--- src/logic/fpu_pkg.sv ---
//////////////////////////////
// fpu package
// shared widths, encodings and leading-zero count
//////////////////////////////
`default_nettype none

package fpu_pkg;

  // ieee single word laid out as sign, exponent, fraction
  typedef logic [31:0] float_t;
  // biased exponent
  typedef logic [7:0] exp_t;
  // sign guard, carry guard, hidden bit and 23 fraction bits
  typedef logic [25:0] mant_t;
  // raw product of two 24 bit mantissas
  typedef logic [47:0] product_t;

  localparam int exp_bias   = 127;
  localparam int frac_width = 23;

  typedef enum logic [1:0] {
    op_add,
    op_sub,
    op_mul
  } fpu_op_e;

  // command level sequencing
  typedef enum logic [1:0] {
    main_idle_st,
    main_wait_st,
    main_finish_st,
    main_wait_start_low_st
  } main_state_e;

  // datapath sequencing, one pass per command
  typedef enum logic [2:0] {
    arith_idle_st,
    arith_load_operands_st,
    arith_add_st,
    arith_sub_st,
    arith_mul_st,
    arith_result_valid_st
  } arith_state_e;

  // number of zeros above the highest set bit, 32 for an all-zero word
  function automatic logic [5:0] lzc(input logic [31:0] word);
    logic [5:0] count;
    count = 6'd32;
    // scan up from the lsb, so the highest set bit is the last to write
    for (int i = 0; i < 32; i++) begin
      if (word[i]) begin
        count = 6'(31 - i);
      end
    end
    return count;
  endfunction

endpackage

`default_nettype wire
--- src/logic/fp_operands_if.sv ---
//////////////////////////////
// operand bundle
// unpacked a and b operands for the datapaths
//////////////////////////////
`timescale 1ns/1ps
`default_nettype none

interface fp_operands_if import fpu_pkg::*; ();

  mant_t a_mant;
  exp_t  a_exp;
  logic  a_sign;
  mant_t b_mant;
  exp_t  b_exp;
  logic  b_sign;

  // register side
  modport source (output a_mant, a_exp, a_sign, b_mant, b_exp, b_sign);
  // arithmetic side
  modport sink (input a_mant, a_exp, a_sign, b_mant, b_exp, b_sign);

endinterface

`default_nettype wire

--- src/logic/fpu_top.sv ---
//////////////////////////////
// fpu top
// add, sub, mul under a start/cmd_end handshake
//////////////////////////////
`timescale 1ns/1ps
`default_nettype none

module fpu_top
  import fpu_pkg::*;
(
  input  logic    clk,
  input  logic    arst,
  input  float_t  a_operand,
  input  float_t  b_operand,
  input  fpu_op_e operation,
  input  logic    start,
  output float_t  result,
  output logic    cmd_end,
  output logic    busy
);

  logic   load_operands;
  logic   subtract;
  float_t sum;
  float_t product;

  // registered operand fields shared by both datapaths
  fp_operands_if ops ();

  // operation is held stable by the host for the whole command
  assign subtract = (operation == op_sub);

  fpu_operand_regs u_operand_regs (
    .clk           (clk),
    .arst          (arst),
    .load_operands (load_operands),
    .a_operand     (a_operand),
    .b_operand     (b_operand),
    .ops           (ops.source)
  );

  fpu_add_sub u_add_sub (
    .ops      (ops.sink),
    .subtract (subtract),
    .sum      (sum)
  );

  fpu_mul u_mul (
    .ops     (ops.sink),
    .product (product)
  );

  fpu_sequencer u_sequencer (
    .clk           (clk),
    .arst          (arst),
    .start         (start),
    .operation     (operation),
    .sum           (sum),
    .product       (product),
    .load_operands (load_operands),
    .result        (result),
    .cmd_end       (cmd_end),
    .busy          (busy)
  );

endmodule

`default_nettype wire

--- src/logic/fpu_sequencer.sv ---
//////////////////////////////
// fpu sequencer
// command fsm, arithmetic fsm, result register
//////////////////////////////
`timescale 1ns/1ps
`default_nettype none

module fpu_sequencer
  import fpu_pkg::*;
(
  input  logic    clk,
  input  logic    arst,
  input  logic    start,
  input  fpu_op_e operation,
  input  float_t  sum,
  input  float_t  product,
  output logic    load_operands,
  output float_t  result,
  output logic    cmd_end,
  output logic    busy
);

  main_state_e  main_state;
  main_state_e  main_next;
  arith_state_e arith_state;
  arith_state_e arith_next;
  // handshake between the two machines
  logic         start_arith;
  logic         arith_done;

  always_ff @(posedge clk, posedge arst) begin
    if (arst) begin
      main_state  <= main_idle_st;
      arith_state <= arith_idle_st;
    end else begin
      main_state  <= main_next;
      arith_state <= arith_next;
    end
  end

  // command level: wait for done, wait for done to clear, wait for start low
  always_comb begin
    main_next = main_state;
    case (main_state)
      main_idle_st:
        if (start) main_next = main_wait_st;
      main_wait_st:
        if (arith_done) main_next = main_finish_st;
      main_finish_st:
        if (!arith_done) main_next = main_wait_start_low_st;
      main_wait_start_low_st:
        if (!start) main_next = main_idle_st;
      default:
        main_next = main_idle_st;
    endcase
  end

  // handshake outputs follow the next state
  always_ff @(posedge clk, posedge arst) begin
    if (arst) begin
      start_arith <= 1'b0;
      cmd_end     <= 1'b0;
      busy        <= 1'b0;
    end else begin
      start_arith <= (main_next == main_wait_st);
      cmd_end     <= (main_next == main_wait_start_low_st);
      busy        <= (main_next != main_idle_st);
    end
  end

  // load, one operation step, then hold result-valid until start_arith drops
  always_comb begin
    arith_next = arith_state;
    case (arith_state)
      arith_idle_st:
        if (start_arith) arith_next = arith_load_operands_st;
      arith_load_operands_st:
        case (operation)
          op_sub:  arith_next = arith_sub_st;
          op_mul:  arith_next = arith_mul_st;
          default: arith_next = arith_add_st;
        endcase
      arith_add_st,
      arith_sub_st,
      arith_mul_st:
        arith_next = arith_result_valid_st;
      arith_result_valid_st:
        if (!start_arith) arith_next = arith_idle_st;
      default:
        arith_next = arith_idle_st;
    endcase
  end

  always_ff @(posedge clk, posedge arst) begin
    if (arst) begin
      arith_done <= 1'b0;
    end else begin
      arith_done <= (arith_next == arith_result_valid_st);
    end
  end

  // operands are captured on the edge that enters the load state
  assign load_operands = (arith_next == arith_load_operands_st);

  // result stays put until the next command reaches result-valid
  always_ff @(posedge clk, posedge arst) begin
    if (arst) begin
      result <= '0;
    end else if (arith_state == arith_result_valid_st) begin
      case (operation)
        op_mul:  result <= product;
        default: result <= sum;
      endcase
    end
  end

endmodule

`default_nettype wire

--- src/logic/fpu_mul.sv ---
//////////////////////////////
// multiply datapath
// product, normalize, round to nearest even
//////////////////////////////
`timescale 1ns/1ps
`default_nettype none

module fpu_mul
  import fpu_pkg::*;
(
  fp_operands_if.sink ops,
  output float_t product
);

  product_t    raw_prod;
  product_t    norm_prod;
  exp_t        exp_sum;
  exp_t        exp_norm;
  exp_t        exp_final;
  logic        round_bit;
  logic        sticky;
  logic        round_up;
  logic [24:0] rounded;
  logic [23:0] mant_final;
  logic        res_sign;
  logic        is_zero;

  // hidden bit and fraction only, guard bits play no part here
  assign raw_prod = ops.a_mant[23:0] * ops.b_mant[23:0];

  // both exponents carry a bias, take one off
  assign exp_sum  = ops.a_exp + ops.b_exp - exp_t'(exp_bias);
  assign res_sign = ops.a_sign ^ ops.b_sign;

  // product lies in [1,4), top bit set means the value is 1x.xxx
  assign norm_prod = raw_prod[47] ? raw_prod : raw_prod << 1;
  assign exp_norm  = raw_prod[47] ? exp_sum + 8'd1 : exp_sum;

  // kept mantissa is norm_prod[47:24]
  assign round_bit = norm_prod[23];
  assign sticky    = |norm_prod[22:0];
  // above half rounds up, exact half rounds to an even lsb
  assign round_up  = round_bit && (sticky || norm_prod[24]);

  assign rounded = {1'b0, norm_prod[47:24]} + {24'd0, round_up};

  // rounding carry out, renormalize
  assign mant_final = rounded[24] ? rounded[24:1] : rounded[23:0];
  assign exp_final  = rounded[24] ? exp_norm + 8'd1 : exp_norm;

  // a zero operand forces a signed zero
  assign is_zero = (ops.a_exp == '0) || (ops.b_exp == '0);

  assign product = is_zero ? {res_sign, 31'd0}
                           : {res_sign, exp_final, mant_final[frac_width-1:0]};

endmodule

`default_nettype wire

--- src/logic/fpu_add_sub.sv ---
//////////////////////////////
// add/subtract datapath
// align, signed add, normalize
//////////////////////////////
`timescale 1ns/1ps
`default_nettype none

module fpu_add_sub
  import fpu_pkg::*;
(
  fp_operands_if.sink ops,
  input  logic   subtract,
  output float_t sum
);

  logic       a_ge_b;
  exp_t       shift_amt;
  exp_t       exp_pre;
  mant_t      a_aligned;
  mant_t      b_aligned;
  mant_t      a_signed;
  mant_t      b_signed;
  mant_t      raw_sum;
  mant_t      abs_sum;
  mant_t      norm_mant;
  exp_t       norm_exp;
  logic       res_sign;
  logic [5:0] zcount;

  // the larger exponent sets the result scale
  assign a_ge_b    = ops.a_exp >= ops.b_exp;
  assign shift_amt = a_ge_b ? ops.a_exp - ops.b_exp : ops.b_exp - ops.a_exp;
  assign exp_pre   = a_ge_b ? ops.a_exp : ops.b_exp;

  // smaller operand moves right, low bits are dropped
  assign a_aligned = a_ge_b ? ops.a_mant : ops.a_mant >> shift_amt;
  assign b_aligned = a_ge_b ? ops.b_mant >> shift_amt : ops.b_mant;

  // two's complement of negative operands
  assign a_signed = ops.a_sign ? ~a_aligned + 1'b1 : a_aligned;
  assign b_signed = ops.b_sign ? ~b_aligned + 1'b1 : b_aligned;

  assign raw_sum = subtract ? a_signed - b_signed : a_signed + b_signed;

  // bit 25 is the sign guard, bit 24 holds a carry out of the hidden bit
  assign res_sign = raw_sum[25];
  assign abs_sum  = res_sign ? ~raw_sum + 1'b1 : raw_sum;

  // 6 pad bits plus 2 guard bits sit above the hidden bit position
  assign zcount = lzc({6'b000000, abs_sum}) - 6'd8;

  always_comb begin
    if (abs_sum[24]) begin
      // carry, one step right
      norm_mant = abs_sum >> 1;
      norm_exp  = exp_pre + 8'd1;
    end else begin
      // cancellation, bring the leading one back to bit 23
      norm_mant = abs_sum << zcount;
      norm_exp  = exp_pre - {2'b00, zcount};
    end
  end

  // exact cancellation gives +0
  assign sum = (abs_sum == '0) ? '0 : {res_sign, norm_exp, norm_mant[frac_width-1:0]};

endmodule

`default_nettype wire

--- src/logic/fpu_operand_regs.sv ---
//////////////////////////////
// operand registers
// split ieee operands into fields and hold them
//////////////////////////////
`timescale 1ns/1ps
`default_nettype none

module fpu_operand_regs
  import fpu_pkg::*;
(
  input  logic  clk,
  input  logic  arst,
  input  logic  load_operands,
  input  float_t a_operand,
  input  float_t b_operand,
  fp_operands_if.source ops
);

  always_ff @(posedge clk, posedge arst) begin
    if (arst) begin
      ops.a_mant <= '0;
      ops.a_exp  <= '0;
      ops.a_sign <= 1'b0;
      ops.b_mant <= '0;
      ops.b_exp  <= '0;
      ops.b_sign <= 1'b0;
    end else if (load_operands) begin
      // guard bits clear, hidden bit only for a non-zero exponent
      ops.a_mant <= {2'b00, a_operand[30:frac_width] != '0, a_operand[frac_width-1:0]};
      ops.a_exp  <= a_operand[30:frac_width];
      ops.a_sign <= a_operand[31];
      ops.b_mant <= {2'b00, b_operand[30:frac_width] != '0, b_operand[frac_width-1:0]};
      ops.b_exp  <= b_operand[30:frac_width];
      ops.b_sign <= b_operand[31];
    end
  end

endmodule

`default_nettype wire

--- config.mk ---
export PLATFORM = sky130hd
export DESIGN_NAME = fpu_top
export DESIGN_NICKNAME = d
export VERILOG_FILES = /design/src/logic/fpu_pkg.sv /design/src/logic/fp_operands_if.sv /design/src/logic/fpu_top.sv /design/src/logic/fpu_sequencer.sv /design/src/logic/fpu_mul.sv /design/src/logic/fpu_add_sub.sv /design/src/logic/fpu_operand_regs.sv
export SDC_FILE = /design/constraint.sdc
export NUM_CORES = 2
export LEC_CHECK = 0
export ABC_AREA = 1
export BUFFER_PORTS_ARGS = -buffer_cell sky130_fd_sc_hd__clkbuf_2
export CORE_ASPECT_RATIO = 1.75
export CORE_MARGIN = 4
export CORE_UTILIZATION = 35
export CTS_BUF_LIST = sky130_fd_sc_hd__clkbuf_4
export DETAILED_ROUTE_END_ITERATION = 16
export PLACE_DENSITY = 0.46
export SLEW_MARGIN = 10
export SYNTH_ARGS = -nofsm -noshare
export SYNTH_HDL_FRONTEND = slang
export SYNTH_SLANG_ARGS = --single-unit
--- constraint.sdc ---
create_clock -name clk -period 23.3 [get_ports clk]
set_input_delay 2.33 -clock clk [delete_from_list [all_inputs] [get_ports clk]]
set_output_delay 2.33 -clock clk [all_outputs]
set_load 0.01 [all_outputs]
==> flow_metrics.env <==
export IMPL_n_fill_cell=10600
export IMPL_relSlewSlack_pct=24.5
export IMPL_io_buffers=102
export IMPL_placed_cell_area_um2=35600
export IMPL_muxShareOfSynthArea_pct=0.0878
export IMPL_ioPinCount=103
export IMPL_reg2regPathDepth=80
export IMPL_ant_nets=0
export IMPL_drt_initial_drc_count=1899
export IMPL_dp_hpwl_um=106000
export IMPL_drv_slew=0
export IMPL_tns_ps=0
export IMPL_hold_buffers=0
export IMPL_die_height_um=422
export IMPL_clk_pin_slew_worst_paths_ps=200
export IMPL_root_buffer="clkbuf_4"
export IMPL_grt_pass1_vias=33600
export IMPL_postSynthAreaPerCell_um2=6.89
export IMPL_synth_edf_count=0
export IMPL_track_usage_pct=25.9
export IMPL_row_count=151
export IMPL_multiInputGateArea_um2=26500
export IMPL_critPathSlowestCell="nor2_1"
export IMPL_cp_data_arrival_time_ps=14630
export IMPL_tightest_slew_ps=1130
export IMPL_ys_seq_area_share_pct=7.83
export IMPL_final_util_pct=36.9
export IMPL_start_util_pct=35.3
export IMPL_fin_ws_ps=9290
export IMPL_min_path_cells=2
export IMPL_ys_ff_latch=107
export IMPL_routed_via_density=5.09
export IMPL_synthesis_nets=5763
export IMPL_nets=5679
export IMPL_critPathMaxFanout=60
export IMPL_period_minus_slack_ps=14010
export IMPL_wl_um=133000
export IMPL_die_area_um2=103000
export IMPL_dpl_worst_slack_ps=9430
export IMPL_synth_top_family_by_area="adder cells"
export IMPL_rsz0062_at_grt="no"
export IMPL_hold_viol_final=0
export IMPL_synth_ff_type="dfrtp_1"
export IMPL_finalSetupViolCount=0
export IMPL_cts_tree="yes"
export IMPL_netlist_area_um2=34200
export IMPL_critical_path_required_ps=23920
export IMPL_clockBufferDepth=2
export IMPL_post_route_drc_count=0
export IMPL_postCtsSetupBuffers=0
export IMPL_critPathKind="register to register"
export IMPL_cp_common_cell="nand2_1"
export IMPL_fmax_mhz=71.4
export IMPL_globalplace_congestion=0.946
export IMPL_final_seq_area_um2=2690
export IMPL_via_count=31500
export IMPL_endpoint_kind="register"
export IMPL_synth_xor_area_share_pct=4.61
export IMPL_synth_warnings=0
export IMPL_cts_sinks=107
export IMPL_maxCapViolations=0
export IMPL_timing_rr_start="u_operand_regs.ops.b_exp[0]"
export IMPL_status="complete, no violations"
export IMPL_htreeDepth=3
export IMPL_synth_fa_ha_area_share_pct=37.4
export IMPL_min_delay_start="u_operand_regs.ops.a_mant[15]"
export IMPL_synth_cells=4963
export IMPL_yosysTopAreaCell="fa_1"
export IMPL_grt_max_degree=67
export IMPL_synthTopCellsByArea="fa_1 (29%), nand2_1 (15%), inv_1 (11%), ha_1 (8.9%), dfrtp_1 (7.8%)"
export IMPL_synth_compound_area_share_pct=8.59
export IMPL_r2r_slack_ps=9290
export IMPL_async_reset_ff_share_pct=100
export IMPL_cpPeakStageDelay_ps=750
export IMPL_synth_top_area_share_pct=28.5
export IMPL_coreArea_um2=96900
export IMPL_wl_per_cell_um=21.5
export IMPL_cts_inserted_buffers=9
export IMPL_hold_end="u_operand_regs.ops.a_mant[15]"
export IMPL_cp_start_kind="register"
export IMPL_cts_resized_gates=0
export IMPL_r2r_end="u_sequencer.result[30]"
export IMPL_synth_distinct_cells=67
export IMPL_timing_final_crit_share_pct=60.1
export IMPL_dr_pass1_iters=8
export IMPL_stdcell_area_um2=35800
export IMPL_skew_ps=71.5
export IMPL_fp_dieW_um=244
export IMPL_hold_class="register to register"
export IMPL_insertion_delay_ps=720
export IMPL_grt_overflow_total=0
export IMPL_area_growth_pct=4.58
export IMPL_antenna_found_initial=2
export IMPL_yosys_area_share_simple_pct=26.7
export IMPL_drive_gt1_share_pct=6.74
export IMPL_grt_pass1_wl_um=202000
## worst max path at each step
stage	from	end	slack, ps	cells past startpoint
global placement	u_operand_regs.ops.a_exp[0]	u_sequencer.result[30]	9630	84
floorplan	u_operand_regs.ops.a_mant[13]	u_sequencer.result[30]	13120	58
detailed placement	u_operand_regs.ops.b_exp[0]	u_sequencer.result[30]	9430	80
finish	u_operand_regs.ops.b_exp[0]	u_sequencer.result[30]	9290	80
global route	u_operand_regs.ops.b_exp[0]	u_sequencer.result[30]	7810	84
CTS	u_operand_regs.ops.a_exp[0]	u_sequencer.result[30]	9380	80
## cell families after synthesis
group | after synthesis
adder cells (fa/ha/maj) | 731
AND/OR/NAND/NOR | 2162
multiplexers | 3
XOR/XNOR | 174
buffers and inverters | 1269
flip-flops | 107
AO/OA/AOI/OAI | 517
## placed cells by master, fill, tap and decap left out, drive strengths merged, types with 7 or more instances in the layout
cell,netlist,layout
nand2,1438,1438
inv,1000,1004
fa,487,487
nand3,374,374
ha,244,244
o21ai,239,239
nor2,211,211
a21oi,166,166
xor2,129,129
clkbuf,150,112
dfrtp,107,107
buf,114,67
xnor2,45,45
nor3,41,41
or2,35,35
nand4,31,31
o211ai,18,18
nor4,15,15
a31oi,15,15
o22ai,14,14
o21bai,11,11
a21boi,10,10
o21a,8,8
o31ai,8,8
a2bb2oi,7,7
## state kept, by name (all words and copies together) (netlist names)
name                       count
u_sequencer.arith_state        3
u_operand_regs.ops.a_sign      1
u_operand_regs.ops.a_exp       8
u_operand_regs.ops.a_mant     24
u_sequencer.cmd_end            1
u_sequencer.busy               1
u_sequencer.main_state         2
u_operand_regs.ops.b_sign      1
u_sequencer.result            32
u_sequencer.arith_done         1
u_sequencer.start_arith        1
u_operand_regs.ops.b_mant     24
u_operand_regs.ops.b_exp       8
## Yosys cell counts, types with 13 or more instances
cell type  instances
nand2_1         1412
inv_1            977
fa_1             487
nand3_1          363
ha_1             244
nor2_1           196
o21ai_0          168
a21oi_1          155
clkbuf_1         147
xor2_1           122
dfrtp_1          107
o21ai_1           66
xnor2_1           45
buf_1             42
buf_2             42
nor3_1            38
nand4_1           31
or2_2             28
inv_2             23
nand2_2           22
buf_6             18
o211ai_1          18
nor4_1            15
a31oi_1           14
o22ai_1           13
## through the flow
step,hold WS [ps],instances
finish,504,6188
global route,532,6187
CTS,507,6184
detailed placement,461,6168
global placement,459,6168
floorplan,454,4963
## final cells by class
| type | instances | area share (%) |
|---|---|---|
| Antenna cell | 4 | 0.0280 |
| Clock buffer | 10 | 0.210 |
| Clock inverter | 6 | 0.164 |
| Inverter | 1005 | 10.6 |
| Multi-Input combinational cell | 3587 | 74.1 |
| Sequential cell | 107 | 7.51 |
| Tap cell | 1300 | 4.55 |
| Timing Repair Buffer | 169 | 2.83 |
## worst max-delay path: cells and delay by family (launching register included)
| family | cells | cell delay, ps |
|---|---|---|
| AO/OA/AOI/OAI | 26 | 4540 |
| AND/OR/NAND/NOR | 34 | 3910 |
| buffers and inverters | 11 | 2670 |
| adder cells (fa/ha/maj) | 6 | 1650 |
| XOR/XNOR | 3 | 710 |
| flip-flops | 1 | 440 |
## layer usage
metal | GRT usage [%] | share of wire, %
met2 | 50.9 | 55
met1 | 26.7 | 36
met4 | 13.8 | 6.5
met3 | 2.09 | 3.0
met5 | 0 | 0
Power is left out: the tool's default activity adds up to more than one toggle a clock period on the data nets, which glitch-free logic cannot reach.
